## config.mk

```make
export PLATFORM = sky130hd
export DESIGN_NAME = dcache_ctrl
export DESIGN_NICKNAME = d
export VERILOG_FILES = /design/src/common/dcache_pkg.sv /design/src/dcache/dcache_ctrl.sv
export SDC_FILE = /design/constraint.sdc
export NUM_CORES = 1
export LEC_CHECK = 0
export ABC_AREA = 1
export BUFFER_PORTS_ARGS = -buffer_cell sky130_fd_sc_hd__buf_4
export CORE_AREA = 8 8 710 712
export DETAILED_ROUTE_END_ITERATION = 6
export DIE_AREA = 0 0 718 720
export GPL_ROUTABILITY_DRIVEN = 0
export PLACE_DENSITY = 0.3
export REMOVE_ABC_BUFFERS = 1
export SLEW_MARGIN = 40
export SYNTH_ARGS = -nofsm -noshare
export SYNTH_HDL_FRONTEND = slang
export SYNTH_SLANG_ARGS = --single-unit
export TNS_END_PERCENT = 100
```

## constraint.sdc

```tcl
create_clock -name clk -period 5.7 [get_ports clk]
set_clock_uncertainty 0.1 [all_clocks]
set_input_delay 0.285 -clock clk [delete_from_list [all_inputs] [get_ports clk]]
set_output_delay 0.285 -clock clk [all_outputs]
set_load 0.02 [all_outputs]
```

## src/common/dcache_pkg.sv

```systemverilog
package dcache_pkg;

    ////////////////////
    // cache geometry.
    ////////////////////
    localparam int ways      = 4;
    localparam int sets      = 16;
    localparam int line_bits = 512;
    localparam int word_bits = 32;

    // address fields are tag 31:10, index 9:6, word 5:2, byte 1:0.
    localparam int tag_w   = 22;
    localparam int index_w = 4;

    // load and store size codes carry one bit per byte lane.
    localparam logic [3:0] size_byte = 4'b0001;
    localparam logic [3:0] size_half = 4'b0011;
    localparam logic [3:0] size_word = 4'b1111;

    typedef logic [ways-1:0] way_onehot;

    typedef enum logic [2:0] {
        idle,
        lookup,
        wb_req,
        refill_req,
        done
    } ctrl_state;

endpackage

```

## src/dcache/dcache_ctrl.sv

```systemverilog
`timescale 1ns/10ps
module dcache_ctrl (
    input  logic        clk,
    input  logic        arst_n,
    input  logic        cpu_cyc,
    input  logic        cpu_stb,
    input  logic        cpu_we,
    input  logic [31:0] cpu_adr,
    input  logic [3:0]  cpu_size,
    output logic        cpu_ack,
    output logic [31:0] cpu_dat_r,
    output logic        mem_cyc,
    output logic        mem_stb,
    output logic        mem_we,
    output logic [31:0] mem_adr,
    input  logic [dcache_pkg::line_bits-1:0] mem_dat_r,
    input  logic        mem_ack,
    output logic [dcache_pkg::index_w-1:0] rd_index,
    output logic        wr_en,
    output dcache_pkg::way_onehot wr_way,
    output logic [dcache_pkg::index_w-1:0] wr_index,
    output logic [dcache_pkg::tag_w-1:0] wr_tag,
    output logic [dcache_pkg::line_bits-1:0] wr_line,
    output logic        wr_dirty,
    input  logic [dcache_pkg::ways-1:0][dcache_pkg::tag_w-1:0] tag_out,
    input  logic [dcache_pkg::ways-1:0] valid_out,
    input  logic [dcache_pkg::ways-1:0] dirty_out,
    input  logic [31:0] load_data,
    input  logic [dcache_pkg::line_bits-1:0] merged_line,
    output dcache_pkg::way_onehot hit_way,
    output dcache_pkg::way_onehot victim_way,
    output logic        from_refill,
    output logic [31:0] req_adr,
    output logic [3:0]  req_size
);

    dcache_pkg::ctrl_state          state;
    logic                           req_we;
    logic [dcache_pkg::index_w-1:0] req_index;
    logic                           hit;
    dcache_pkg::way_onehot          victim_c;
    logic [dcache_pkg::tag_w-1:0]   victim_tag;
    logic                           victim_dirty;
    logic [$clog2(dcache_pkg::ways)-1:0] rr_q [dcache_pkg::sets];

    assign req_index   = req_adr[9:6];
    // the arrays see the incoming index while idle, so tags are ready in lookup.
    assign rd_index    = (state == dcache_pkg::idle) ? cpu_adr[9:6] : req_index;
    assign wr_index    = req_index;
    assign wr_tag      = req_adr[31:10];
    assign from_refill = (state == dcache_pkg::refill_req);
    assign hit         = |hit_way;

    always_ff @(posedge clk) begin
        if (state == dcache_pkg::idle && cpu_cyc && cpu_stb) begin
            req_adr  <= cpu_adr;
            req_size <= cpu_size;
            req_we   <= cpu_we;
        end
    end

    ////////////////////
    // hit and victim.
    ////////////////////
    always_comb begin
        for (int w = 0; w < dcache_pkg::ways; w++) begin
            hit_way[w] = valid_out[w] && (tag_out[w] == req_adr[31:10]);
        end
    end

    always_comb begin
        victim_c = '0;
        if (&valid_out) begin
            victim_c = dcache_pkg::way_onehot'(1) << rr_q[req_index];
        end else begin
            // walk downwards so the lowest invalid way wins.
            for (int w = dcache_pkg::ways - 1; w >= 0; w--) begin
                if (!valid_out[w]) victim_c = dcache_pkg::way_onehot'(1) << w;
            end
        end
    end

    always_comb begin
        victim_tag   = '0;
        victim_dirty = 1'b0;
        for (int w = 0; w < dcache_pkg::ways; w++) begin
            if (victim_c[w]) begin
                victim_tag   = tag_out[w];
                victim_dirty = valid_out[w] && dirty_out[w];
            end
        end
    end

    ////////////////////
    // array writes.
    ////////////////////
    always_comb begin
        wr_en    = 1'b0;
        wr_way   = hit_way;
        wr_dirty = 1'b1;
        wr_line  = merged_line;
        if (state == dcache_pkg::lookup && hit && req_we) begin
            wr_en = 1'b1;
        end else if (state == dcache_pkg::refill_req && mem_cyc && mem_ack) begin
            wr_en    = 1'b1;
            wr_way   = victim_way;
            wr_dirty = req_we;
            wr_line  = req_we ? merged_line : mem_dat_r;
        end
    end

    always_ff @(posedge clk or negedge arst_n) begin
        if (!arst_n) begin
            state      <= dcache_pkg::idle;
            cpu_ack    <= 1'b0;
            cpu_dat_r  <= '0;
            mem_cyc    <= 1'b0;
            mem_stb    <= 1'b0;
            mem_we     <= 1'b0;
            mem_adr    <= '0;
            victim_way <= '0;
            rr_q       <= '{default: '0};
        end else begin
            cpu_ack <= 1'b0;
            case (state)
                dcache_pkg::idle: begin
                    if (cpu_cyc && cpu_stb) state <= dcache_pkg::lookup;
                end
                dcache_pkg::lookup: begin
                    victim_way <= victim_c;
                    if (hit) begin
                        cpu_ack   <= 1'b1;
                        cpu_dat_r <= load_data;
                        state     <= dcache_pkg::done;
                    end else begin
                        mem_cyc <= 1'b1;
                        mem_stb <= 1'b1;
                        mem_we  <= victim_dirty;
                        if (victim_dirty) begin
                            mem_adr <= {victim_tag, req_index, 6'b0};
                            state   <= dcache_pkg::wb_req;
                        end else begin
                            mem_adr <= {req_adr[31:6], 6'b0};
                            state   <= dcache_pkg::refill_req;
                        end
                    end
                end
                dcache_pkg::wb_req: begin
                    if (mem_ack) begin
                        mem_cyc <= 1'b0;
                        mem_stb <= 1'b0;
                        mem_we  <= 1'b0;
                        state   <= dcache_pkg::refill_req;
                    end
                end
                dcache_pkg::refill_req: begin
                    // after a write-back the bus is idle for one cycle first.
                    if (!mem_cyc) begin
                        mem_cyc <= 1'b1;
                        mem_stb <= 1'b1;
                        mem_adr <= {req_adr[31:6], 6'b0};
                    end else if (mem_ack) begin
                        mem_cyc          <= 1'b0;
                        mem_stb          <= 1'b0;
                        cpu_ack          <= 1'b1;
                        cpu_dat_r        <= load_data;
                        rr_q[req_index]  <= rr_q[req_index] + 1'b1;
                        state            <= dcache_pkg::done;
                    end
                end
                default: state <= dcache_pkg::idle;
            endcase
        end
    end

endmodule

```

==> results.md <==
- Remaining antenna violation count: 0
- Initial antenna violation count: 400
- Max-slew headroom: 33.2%
- Postcts setup bufs: 0
- Max Slew Vio Count: 0
- Fmax: 213 MHz
- Synth Cell Area: 14,700 um2
- Fillers: 58,672
- I/O pin total: 1,855
- Final setup fails: 0
- Routed WL: 410,000 um
- Max H-tree Level: 4
- Max_cap viols: 0
- RSZ-0062 raised after global routing: false
- Layout Cells excl Fill: 11,238
- Flops & latches, synth: 138
- CTS max path bufs: 3
- Tot GR Track Use: 15.0%
- Die area: 517,000 um2
- Final period demand of the worst path: 4.69 ns
- Clock buffer count from CTS: 25
- Largest cells by area after synthesis: nand2_1, dfrtp_1, edfxtp_1, buf_2, nand3_1
- First-pass DRT Iterations: 5
- I/O Buffers: 1,848
- Commonest non-fill, non-tap cell in the layout: nand2_1
- CP startpoint kind: register
- CP Data Required Time: 6.00 ns
- Slowest cell on crit path: nor2_1
- CP top delay family: simple AND/OR/NAND/NOR gates
- Post-Synthesis Cells: 2,847
- Crit path max fanout: 23
- Clock Latency Late Sink: 0.56 ns
- Worst-Margin Slew: 1.00 ns
- DR vias: 28,589
- CTS resizes: 0
- Layout cell share with drive strength beyond 1: 42.1%
- DPL Wire Length: 384,000 um
- Row cnt: 258
- Worst hold path class: input port to register
- Post-placement cell count: 11,050
- CP endpoint kind: register
- Dominant cell type by area after synthesis: nand2_1
- Synth Area per Inst: 5.18 um2
- First-pass GRT wire length: 471,000 um
- Drt wl/cell: 36.5 um
- Max incr delay on CP: 0.59 ns
- PwrDens: 242 nW/um2
- Largest net degree at the start of global routing: 144
- Crit Path Category: register to register
- Root cell of the clock tree: clkbuf_16
- Routed vias/inst: 2.54
- # nets final: 5,848
- Total power: 0.00914 W
- Die Ht: 720 um
- Synth warn: 0
- Clk slew on worst S/H paths: 0.10 ns
- Vias in the first global route: 27,209
- Sequential area share after synthesis: 24.7%
- Area of the multi-input gates: 9640 um2
- Most frequent cells in the layout: nand2_1, buf_4, nand3_1, inv_1, nor2_1
- Worst path bufs/invs: 3
- FF+latch area: 3640 um2
- CTS tree: built
- Final period util: 82.4%
- Worst vdd ir: 170 uV
- Crit path DAT: 4.99 ns
- CTS sink cnt: 138
- Initial DRC count: 2,207
- Dpl ws: 1.04 ns
- Post-route DRC: 0
- Total grt overflow: 0
- Synth unique cells: 36
- Core ar.: 492,000 um2
- Die width: 718 um
- Hold Vio Cnt, Final: 0
- Yosys top cell area share: 50.6%
- Final Worst Setup Slack: 1.01 ns
- Sequence of cells on the critical path: nor2_1 -> a22oi_1 -> a31o_2 -> nand4_1 -> buf_4 -> ha_1 -> nand3_1 -> nand2_1 -> nand2_1 -> inv_1 -> nand3_1 -> nand3_1 -> nand2_1 -> nand2_1 -> nand2_2 -> inv_2 -> nand3_1 -> nand3_1 -> nand2_1
- Status: finished clean
- Starting Density: 2.99%
- Synth-to-Final Area Change: 156%
- Static Leak: 18.3 nW
[synthesized netlist by cell type, drive strengths merged]
master and n:
a21oi 24, a22oi 15, a31o 1, a31oi 1, buf 165, clkbuf 20, conb 1, dfrtp 101
edfxtp 37, ha 4, inv 132, mux2 1, nand2 1995, nand3 110, nand4 4, nor2 114
nor3 2, nor3b 1, o211ai 16, o21a 2, o21ai 82, o22ai 8, xnor2 10, xor2 1
[flip-flops by register name, indices dropped and copies added (netlist names)]
name,cells
mem_we,1
rr_q,32
cpu_dat_r,32
victim_way,4
mem_cyc,1
state,3
mem_adr,26
mem_stb,1
req_we,1
cpu_ack,1
req_size,4
req_adr,32
[worst reg2reg max path, stage by stage (launching register included)]
cell      delay (ns)
edfxtp_1        0.48
nor2_1          0.59
a22oi_1         0.19
a31o_2          0.25
nand4_1         0.25
buf_4           0.28
ha_1            0.18
nand3_1         0.06
nand2_1         0.06
nand2_1         0.08
inv_1           0.37
nand3_1         0.12
nand3_1         0.11
nand2_1         0.05
nand2_1         0.11
nand2_2         0.38
inv_2           0.56
nand3_1         0.16
nand3_1         0.11
nand2_1         0.08
[routing by layer]
layer  routed length, um  vias up  GRT usage, %
li1                    -    12306             -
met1              145000    13249          15.5
met2              201000     1953          26.4
met3               47900      847          7.91
met4               15100      234          4.48
met5                1560        -             0
[worst paths after layout]
kind | start | end | slack (ns) | cells after the start
max in group asynchronous | arst_n | mem_adr[20] | 3.97 | 3
min in group asynchronous | arst_n | rr_q[27] | 0.26 | 2
min | tag_out[69] | mem_adr[13] | 0.04 | 5
max reg2reg | req_adr[7] | mem_adr[20] | 1.01 | 19
max | req_adr[7] | mem_adr[20] | 1.01 | 19
min reg2reg | rr_q[16] | rr_q[16] | 0.40 | 2
[layout make-up]
| cell class | count | area share (%) |
|---|---|---|
| multi-input cells | 2397 | 25.6 |
| flip-flops and latches | 138 | 9.65 |
| clock inverters | 6 | 0.0896 |
| repair buffers | 1956 | 39.6 |
| diodes | 82 | 0.544 |
| well taps | 6500 | 21.6 |
| inverters | 132 | 1.33 |
| clock buffers | 27 | 1.70 |
[power by group]
part	internal [W]	switching [W]	leakage, nW	total (W)
Sequential	0.00133	0.000336	1.63	0.00166
Clock	0.000800	0.000607	0.331	0.00141
Combinational	0.00193	0.00414	16.3	0.00607
Total	0.00406	0.00508	18.3	0.00914
[metrics by stage]
step                TNS [ns]  utilization [%]  hold WS, ns  area (um2)
floorplan           -5208.62                -       -0.111       13800
global placement           0             7.33        0.365       36100
detailed placement         0             7.34        0.243       36100
CTS                        0             7.62      0.00148       37500
global route               0             7.65       0.0679       37700
finish                     0             7.66       0.0402       37700
[cells by family after synthesis]
family / count (synthesis) / synth area share (%)
other cells: 1 / 0.0254
flops: 138 / 24.7
simple gates: 2226 / 58.3
buf+inv: 317 / 10.1
mux: 1 / 0.0764
fa+ha+maj: 4 / 0.340
xor+xnor: 11 / 0.654
compound gates: 149 / 5.80
[what timing repair did]
action,in CTS,in global routing
setup endpoints to repair,0,0
hold endpoints to repair,125,0
hold buffers,72,0
Note: power is estimated with default switching activity, not from simulation.
