## src/common/dcache_pkg.sv

```systemverilog
package dcache_pkg;

    ////////////////////
    // cache geometry.
    ////////////////////
    localparam int ways      = 4;
    localparam int sets      = 16;
    localparam int line_bits = 512;
    localparam int word_bits = 32;

    // address fields are tag 31:10, index 9:6, word 5:2, byte 1:0.
    localparam int tag_w   = 22;
    localparam int index_w = 4;

    // load and store size codes carry one bit per byte lane.
    localparam logic [3:0] size_byte = 4'b0001;
    localparam logic [3:0] size_half = 4'b0011;
    localparam logic [3:0] size_word = 4'b1111;

    typedef logic [ways-1:0] way_onehot;

    typedef enum logic [2:0] {
        idle,
        lookup,
        wb_req,
        refill_req,
        done
    } ctrl_state;

endpackage

```

## src/dcache/dcache_store_merge.sv

```systemverilog
`timescale 1ns/10ps
module dcache_store_merge (
    input  logic [dcache_pkg::line_bits-1:0] sel_line,
    input  logic [31:0] req_adr,
    input  logic [3:0]  req_size,
    input  logic [31:0] cpu_dat_w,
    output logic [dcache_pkg::line_bits-1:0] merged_line
);

    logic [dcache_pkg::word_bits-1:0] old_word;
    logic [dcache_pkg::word_bits-1:0] new_word;

    assign old_word = sel_line[req_adr[5:2]*dcache_pkg::word_bits +: dcache_pkg::word_bits];

    // lane merge inside the addressed word.
    always_comb begin
        new_word = old_word;
        case (req_size)
            dcache_pkg::size_byte: new_word[req_adr[1:0]*8 +: 8] = cpu_dat_w[7:0];
            dcache_pkg::size_half: begin
                if (!req_adr[0]) new_word[req_adr[1]*16 +: 16] = cpu_dat_w[15:0];
            end
            dcache_pkg::size_word: new_word = cpu_dat_w;
            default: new_word = old_word;
        endcase
    end

    always_comb begin
        merged_line = sel_line;
        merged_line[req_adr[5:2]*dcache_pkg::word_bits +: dcache_pkg::word_bits] = new_word;
    end

endmodule

```

## config.mk

```make
export PLATFORM = sky130hd
export DESIGN_NAME = dcache_store_merge
export DESIGN_NICKNAME = d
export VERILOG_FILES = /design/src/common/dcache_pkg.sv /design/src/dcache/dcache_store_merge.sv
export SDC_FILE = /design/constraint.sdc
export NUM_CORES = 1
export LEC_CHECK = 0
export BUFFER_PORTS_ARGS = -buffer_cell sky130_fd_sc_hd__buf_2
export CAP_MARGIN = 20
export CORE_AREA = 8 8 423 425
export DETAILED_ROUTE_END_ITERATION = 10
export DIE_AREA = 0 0 431 433
export PLACE_DENSITY = 0.3
export REMOVE_ABC_BUFFERS = 1
export SKIP_LAST_GASP = 1
export SYNTH_ARGS = -nofsm -noshare
export SYNTH_HDL_FRONTEND = slang
export SYNTH_SLANG_ARGS = --single-unit
```

## constraint.sdc

```tcl
create_clock -name vclk -period 4.1
set_clock_uncertainty 0.15 [all_clocks]
set_input_delay 0.82 -clock vclk [all_inputs]
set_output_delay 0.82 -clock vclk [all_outputs]
set_load 0.005 [all_outputs]
```

==> results.md, run 1 <==
- Post-DP HPWL: about 160,000 um
- Drt wl/cell: 36.07 um
- Lkg Pwr: 10.05 nW
- RSZ-0062 raised after global routing: yes
- Post-synth top cells: 531 x nor2_1, 453 x a21oi_1, 133 x clkbuf_1, 110 x mux4_2, 70 x a21oi_2
- Detailed-route vias per instance: between 3 and 4
- Sequential share of the synthesized area: 0
- Synth-to-Final Area Change: 127.9%
- Vias in the first global route: ~20,000
- Slowest stage delay, CP: about 490 ps
- Post-route ant nets: 0
- Power density cells: between 150 and 200 nW/um^2
- Total track usage: 0.1886
- Worst vdd ir: roughly 43 uV
- Num rows: ~150
- HP Start: sel_line[402]
- Final Hold Fails: 0
- Sequential cells: 0
- Drt total wl: 190,400 um
- Initial antenna violation count: 190
- Crit-path cells: buf_16 > buf_12 > buf_16 > buf_4 > mux4_2 > a22oi_2 > nand2_1 > a21oi_2 > buf_12 > a21oi_1 > buf_2
- CP endpoint kind: primary output
- Hold buffers post-CTS: 0
- Largest area contributor in the netlist: mux4_2
- Buffers on Ports: around 1,100
- Total global routing overflow: 0
- Mapped Avg Cell Area: 6.244 um^2
- CP Launch Type: input port
- Final worst slack: -5.603 ps
- Fin cells: 5,280
- Share of the synthesized area in the top cell type: 0.2443
- Core Region: 172,500 um^2
- Fin util: 0.1339
- DR DRC count: 0
- Slew margin rel.: 0.5020
- Die W: 431 um
- Nets: approximately 3,500
- Share of layout cells above drive strength 1: 0.5980
- Status: finished, violations left
- DRT iter0 DRCs: ~2,000
- Slowest stage cell, crit path: mux4_2
- Largest net degree at the start of global routing: 32
- Layout clock buffers: 0
- Period utilisation layout: 1.001
- Synth area leaders: mux4_2 24%, a21oi_1 22%, nor2_1 20%
- Initial Utilization: 0.05879
- Pin slew with the least headroom to its limit: approximately 740 ps
- I/O pin total: ~1,100
- Most common cell in the netlist: nor2_1
- Fmax: ~240 MHz
- Worst Hold Class: input port to primary output
- Failing checks: setup timing
- Critical Path RT: approximately 3100 ps
- CP arrival: approximately 3100 ps
- Final setup violation count: 1
- Critical Path Start: req_adr[2]
- Fillcell total: between 20,000 and 25,000
- Post-synth cell types: between 40 and 50
- Critical path class: input port to primary output
- Post-synth design cell area: between 10,000 and 15,000 um^2
- Pre-antenna DRT Iters: 5
- RePlAce Congestion: 0.9273
- Max-cap violation count: 0
- Vias: between 20,000 and 25,000
- Die Ht: roughly 430 um
- FF/Latch Area: 0 um^2
- Dpl ws: -291.2 ps
- Min Tclk post-route: roughly 4100 ps
- YS warnings: 0
- Crit-path max FO: 17
- Dpl cells: ~5,200
- Die area: 186,600 um^2
- Final-report max-slew violation count: 0
- First-pass GRT wire length: 231,100 um
- Cells after Synth: ~1,600
## kinds of logic (layout without fill, tap and decap cells)
group / after synthesis / count (layout) / share of synthesized area
other: 0 / 62 / 0
XOR/XNOR: 1 / 1 / 0.0008639
AO/OA/AOI/OAI: 657 / 657 / 0.3834
AND/OR/NAND/NOR: 613 / 613 / 0.2404
buffers and inverters: 200 / 1469 / 0.08687
multiplexers: 146 / 146 / 0.2799
adder cells (fa/ha/maj): 7 / 7 / 0.008637
## final cells by class
cell class	count	area, um^2	area share
Timing Repair Buffer	1455	10200	0.4416
Antenna cell	62	155.1	0.006715
Tap cell	2325	2909	0.1259
Inverter	14	52.55	0.002275
Multi-Input combinational cell	1424	9784	0.4235
## power breakdown
| part | internal (mW) | leakage, nW | total (mW) | switching [mW] |
|---|---|---|---|---|
| sequential | 0 | 0 | 0 | 0 |
| combinational | 1.50 | 10.0 | 3.58 | 2.08 |
| clock | 0.00000189 | 0.000390 | 0.00000189 | 0 |
| total | 1.50 | 10.0 | 3.58 | 2.08 |
## timing repair
item	4_1_cts	5_1_grt
gates resized for setup	60	92
setup buffers	24	26
pin swaps	11	17
setup endpoints to repair	345	336
gates cloned	9	6
## path summary, 6_finish.rpt
kind	endpoint	slack, ps	depth (start not counted)
max	merged_line[331]	-6	11
min	merged_line[402]	1820	4
## metrics by stage
stage	setup TNS, ps	hold WS [ps]	power (mW)	area [um^2]
finish	-5.603	1816	3.578	23100
global route	-1828	1840	3.750	23000
floorplan	-401290	1618	1.046	9311
global placement	-21600	1816	3.391	21530
detailed placement	-22590	1815	3.383	21530
CTS	-109.8	1816	3.507	22240
## critical path: cells and delay by family
family          cells  cell delay [ps]
compound gates      3              600
mux                 1              490
simple gates        1              170
buf+inv             6              990
## layout by cell type (no fill, tap or decap), types with 14 or more instances in the layout
cell type,netlist,final
buf_2,32,1051
nor2_4,0,17
buf_12,0,114
o21ai_0,18,18
a21oi_1,453,428
nor2_1,531,514
nand2_1,36,30
buf_6,11,26
buf_4,2,242
inv_1,14,14
a22oi_1,54,35
a22oi_2,0,19
mux4_2,110,110
a21oi_2,70,91
diode_2,0,62
mux2i_1,36,34
nand4_1,16,16
## metal layers
| layer | track usage | up-vias | share of wire |
|---|---|---|---|
| met4 | 0.04641 | 114 | 0.033 |
| li1 | - | 8591 | - |
| met3 | 0.06796 | 331 | 0.096 |
| met2 | 0.3348 | 1294 | 0.49 |
| met1 | 0.2148 | 9993 | 0.37 |
| met5 | 0 | - | 0.0040 |
(Power assumes the default switching activity.)
==> run 2: changes to the inputs <==
PLACE_DENSITY = not set   (was 0.3)
==> run 2 against run 1 <==
Compared with the run above:
- the run still ends with setup timing left
- first-iteration DRC count is 65% higher
- hold slack improved by 10 ps
- final area increased by 1.9%
- combinational power increased by 9.2%
- die area unchanged
- largest cell class unchanged
==> results.md, run 2 (synthesis gave the netlist of run 1 again) <==
- DRT iter0 DRCs: about 3,400
- Num rows: 153
- Final worst slack: -68.32 ps
- Worst vdd ir: around 44 uV
- Slowest stage delay, CP: 560 ps
- Post-DP HPWL: between 150,000 and 200,000 um
- Hold buffers post-CTS: 0
- Synth-to-Final Area Change: 132.3%
- Layout clock buffers: 0
- Pre-antenna DRT Iters: 10
- Dpl cells: 5,191
- Worst Hold Class: input port to primary output
- Critical Path RT: about 3100 ps
- Sequential cells: 0
- Hold Path Cell Cnt: 4
- Commonest cells after routing, fill and taps aside: 1,046 x buf_2, 514 x nor2_1, 414 x a21oi_1
- Drt wl/cell: 41.18 um
- I/O pin total: between 1,000 and 1,500
- Initial Utilization: 0.05879
- Lkg Pwr: ~10 nW
- First-pass GRT wire length: 259,400 um
- Power density cells: between 150 and 200 nW/um^2
- HP Start: sel_line[378]
- Total track usage: 0.2156
- Power share of the combinational group: 1.000
- FF/Latch Area: 0 um^2
- Nets: 3,529
- CP endpoint kind: primary output
- Initial antenna violation count: approximately 230
- Vias: 22,730
- Die W: approximately 430 um
- Max-cap violation count: 0
- Failing checks: setup timing
- DR DRC count: 0
- RePlAce Congestion: ~1.0
- Final Hold Fails: 0
- CP Launch Type: input port
- Pin slew with the least headroom to its limit: roughly 560 ps
- Fmax: ~240 MHz
- Vias in the first global route: about 20,000
- Clk pwr share: 0
- Final setup violation count: 42
- Fin util: 0.1365
- Most Frequent Cell on Critical Path: buf_12
- Endpoint, Worst Hold: merged_line[378]
- Final-report max-slew violation count: 0
- CP arrival: approximately 3200 ps
- Most common cell after layout, fill and taps aside: buf_2
- Area of the multi-input gates: between 9000 and 10,000 um^2
- Period utilisation layout: 1.017
- Setup TNS: -1189 ps
- Status: finished, violations left
- RSZ-0062 raised after global routing: yes
- Slew margin rel.: 0.6187
- Min Tclk post-route: around 4200 ps
- Fillcell total: roughly 20,000
- Total global routing overflow: 0
- Detailed-route vias per instance: roughly 4.2
- Switching part of the total: 0.5988
- Critical Path Start: req_adr[2]
- Die Ht: between 400 and 500 um
- Crit-path max FO: 6
- Net Switching: ~2.3 mW
- Critical path class: input port to primary output
- Largest net degree at the start of global routing: 33
- Drt total wl: between 200,000 and 250,000 um
- Slowest stage cell, crit path: mux4_2
- Share of layout cells above drive strength 1: 0.6078
- Die area: roughly 190,000 um^2
- Core Region: roughly 170,000 um^2
- Sequential Power Share: 0
- Buffers on Ports: approximately 1,100
- Crit-path cells: buf_16 > buf_12 > buf_6 > mux4_2 > a22oi_2 > nand2_2 > a222oi_1 > buf_4 > buf_12 > a21oi_1 > buf_2
- Internal power: about 1.6 mW
- Fin cells: 5,362
- Post-route ant nets: 0
[run 2: worst max path at each step]
| stage | end | slack (ps) |
|---|---|---|
| 3_3_place_gp | merged_line[506] | -310 |
| 4_1_cts | merged_line[211] | -60 |
| 6_report | merged_line[17] | -70 |
| 2_1_floorplan | merged_line[400] | -1090 |
| 5_1_grt | merged_line[306] | -100 |
| 3_5_place_dp | merged_line[506] | -330 |
[run 2: metal layers]
| layer | GRT usage | share of wire |
|---|---|---|
| met5 | 0 | 0.0048 |
| met4 | 0.1157 | 0.074 |
| met3 | 0.1161 | 0.14 |
| met1 | 0.2332 | 0.34 |
| met2 | 0.3391 | 0.44 |
[run 2: repair_timing]
item | 4_1_cts | 5_1_grt
gates cloned | 10 | 11
setup buffers | 29 | 26
pin swaps | 18 | 12
setup endpoints to repair | 269 | 284
resized for setup | 51 | 97
[run 2: critical path: cells and delay by family]
family	cells	cell delay [ps]
AO/OA/AOI/OAI	3	630
buffers and inverters	6	970
multiplexers	1	560
AND/OR/NAND/NOR	1	160
[run 2: layout make-up]
cell class	instances	area share
Antenna cell	97	0.01031
Timing Repair Buffer	1502	0.4453
Tap cell	2325	0.1235
Multi-Input combinational cell	1424	0.4186
Inverter	14	0.002231
[run 2: through the flow]
step | power, mW | setup slack [ps] | hold slack, ps | cell area [um^2]
finish | 3.908 | -68.32 | 1826 | 23550
global route | 3.983 | -104.7 | 1862 | 23390
CTS | 3.709 | -58.99 | 1828 | 22520
detailed placement | 3.565 | -335.0 | 1827 | 21740
global placement | 3.574 | -307.5 | 1830 | 21740
floorplan | 1.046 | -1089 | 1618 | 9311
[run 2: power groups by stage]
stage	sequential, mW	clock, mW	combinational, mW
global placement	0	0	3.57
detailed placement	0	0	3.57
global route	0	0.00000109	3.98
finish	0	0.00000297	3.91
floorplan	0	0	1.05
CTS	0	0	3.71
==> run 3: changes to the inputs <==
ABC_AREA = 1   (was not set)
CORE_AREA = 8 8 422 424   (was 8 8 423 425)
DIE_AREA = 0 0 430 432   (was 0 0 431 433)
==> run 3 against run 2 <==
Compared with the run above:
- via count grew 27%
- area after synthesis grew 37%
- largest cell class is now multi-input gates
- critical path type unchanged
- largest power group unchanged
- sequential share of layout area is the same
- maximum frequency grew 1.9%
- core utilization grew 2.0 points
- synthesized cell count grew 88%
- the run now ends clean
==> results.md, run 3 <==
- Status: finished, final reports clean
- Hold buffers post-CTS: 0
- FF/Latch Area: 0 um^2
- Fin util: 0.1561
- Pre-antenna DRT Iters: 7
- Drt total wl: between 200,000 and 250,000 um
- Worst vdd ir: approximately 63 uV
- Vias in the first global route: around 26,000
- Largest net degree at the start of global routing: 48
- CP endpoint kind: primary output
- Power density cells: between 100 and 150 nW/um^2
- Largest area contributor in the netlist: nand2_1
- Core Region: about 170,000 um^2
- Drt wl/cell: roughly 34 um
- CP Launch Type: input port
- Max-cap violation count: 0
- Total track usage: 0.2247
- I/O pin total: around 1,100
- Initial antenna violation count: ~210
- Commonest cells after routing, fill and taps aside: 1,172 x nand2_1, 1,050 x buf_2, 381 x buf_4
- Final setup violation count: 0
- Initial Utilization: 0.08117
- Synth area leaders: nand2_1 32%, nand3_1 12%, o21ai_0 10%
- Crit-path max FO: 12
- Vias: roughly 29,000
- Sequential cells: 0
- Final Hold Fails: 0
- Most common cell in the netlist: nand2_1
- Critical path class: input port to primary output
- Fin cells: 6,685
- Fillcell total: 20,490
- Critical Path RT: approximately 3100 ps
- Period utilisation layout: 0.9979
- Sequential share of the synthesized area: 0
- First-pass GRT wire length: approximately 280,000 um
- Setup TNS: 0 ps
- Total global routing overflow: 0
- YS warnings: 0
- Share of layout cells above drive strength 1: 0.3915
- Post-DP HPWL: approximately 200,000 um
- Die area: between 150,000 and 200,000 um^2
- Num rows: about 150
- Detailed-route vias per instance: between 4 and 5
- Most common cell after layout, fill and taps aside: nand2_1
- Post-route ant nets: 0
- Lkg Pwr: about 15 nW
- CP arrival: between 3000 and 4000 ps
- DRT iter0 DRCs: approximately 3,900
- Post-synth design cell area: about 14,000 um^2
- Min Tclk post-route: 4091 ps
- Layout clock buffers: 0
- RSZ-0062 raised after global routing: yes
- Cells after Synth: slightly above 3,000
- Final-report max-slew violation count: 0
- Overall power: 3.666 mW
- RePlAce Congestion: between 1 and 1.5
- Share of the synthesized area in the top cell type: 0.3232
- Dpl cells: between 6,000 and 7,000
- Die Ht: 432 um
- Pin slew with the least headroom to its limit: between 500 and 600 ps
- Post-synth top cells: 1,195 x nand2_1, 367 x inv_1, 335 x nand3_1, 290 x o21ai_0, 234 x nor2_1
- Mapped Avg Cell Area: 4.543 um^2
- Post-synth cell types: 33
- Fmax: approximately 240 MHz
- Synth-to-Final Area Change: 92.34%
- Nets: around 5,000
- Final worst slack: 8.655 ps
- Dpl ws: -350.9 ps
- Die W: ~430 um
- DR DRC count: 0
- Worst Hold Class: input port to primary output
- Slew margin rel.: 0.6113
- Buffers on Ports: 1,066
[run 3: metrics by stage]
stage | cell area [um^2] | hold WS, ps
6_report | 26690 | 1778
5_1_grt | 26550 | 1798
4_1_cts | 25700 | 1783
3_5_place_dp | 25490 | 1781
3_3_place_gp | 25490 | 1779
2_1_floorplan | 12840 | 1587
[run 3: critical path, cell delays in order]
cell,delay [ps]
buf_6,140
inv_8,80
nand2_2,110
nor2_2,60
ha_2,190
nor2_4,120
nand2_4,100
nor2_4,150
buf_4,150
nand3_4,90
nor2_4,130
clkinv_2,110
buf_12,180
buf_4,200
o21ai_0,270
buf_2,180
[run 3: report_power, final]
part	total (mW)	internal [mW]	switching, mW
clock	0.00000279	0.00000278	0
combinational	3.67	1.36	2.31
sequential	0	0	0
[run 3: logic make-up (layout without fill, tap and decap cells)]
logic type,Yosys count,after routing,synth area share
compound gates,507,507,0.2186
xor+xnor,1,1,0.001172
fa+ha+maj,7,7,0.006311
buf+inv,618,1931,0.1788
mux,32,32,0.02596
other cells,0,84,0
simple gates,1890,1890,0.5691
[run 3: final cells by class]
cell class	count	area [um^2]	area share
Timing Repair Buffer	1547	10320	0.3867
Multi-Input combinational cell	2437	11870	0.4445
Antenna cell	84	210.2	0.007875
Inverter	384	1501	0.05625
Tap cell	2233	2794	0.1047
[run 3: final timing paths]
check | cells after the start | end | start
worst max-delay path | 16 | merged_line[187] | req_adr[3]
worst min-delay path | 4 | merged_line[493] | sel_line[493]
[run 3: timing repair]
action                                  4_1_cts  5_1_grt
buffers inserted                              7       20
endpoints found under the setup margin      235      257
gates resized for setup                      70      143
pin swaps                                     9       28
cloned                                        0        8
[run 3: routing by layer]
| layer | up-vias | share of wire | GRT usage |
|---|---|---|---|
| met5 | - | 0.0032 | 0 |
| met4 | 114 | 0.067 | 0.1159 |
| met3 | 492 | 0.12 | 0.08347 |
| met2 | 2182 | 0.44 | 0.3597 |
| met1 | 13570 | 0.36 | 0.2624 |
| li1 | 12470 | - | - |
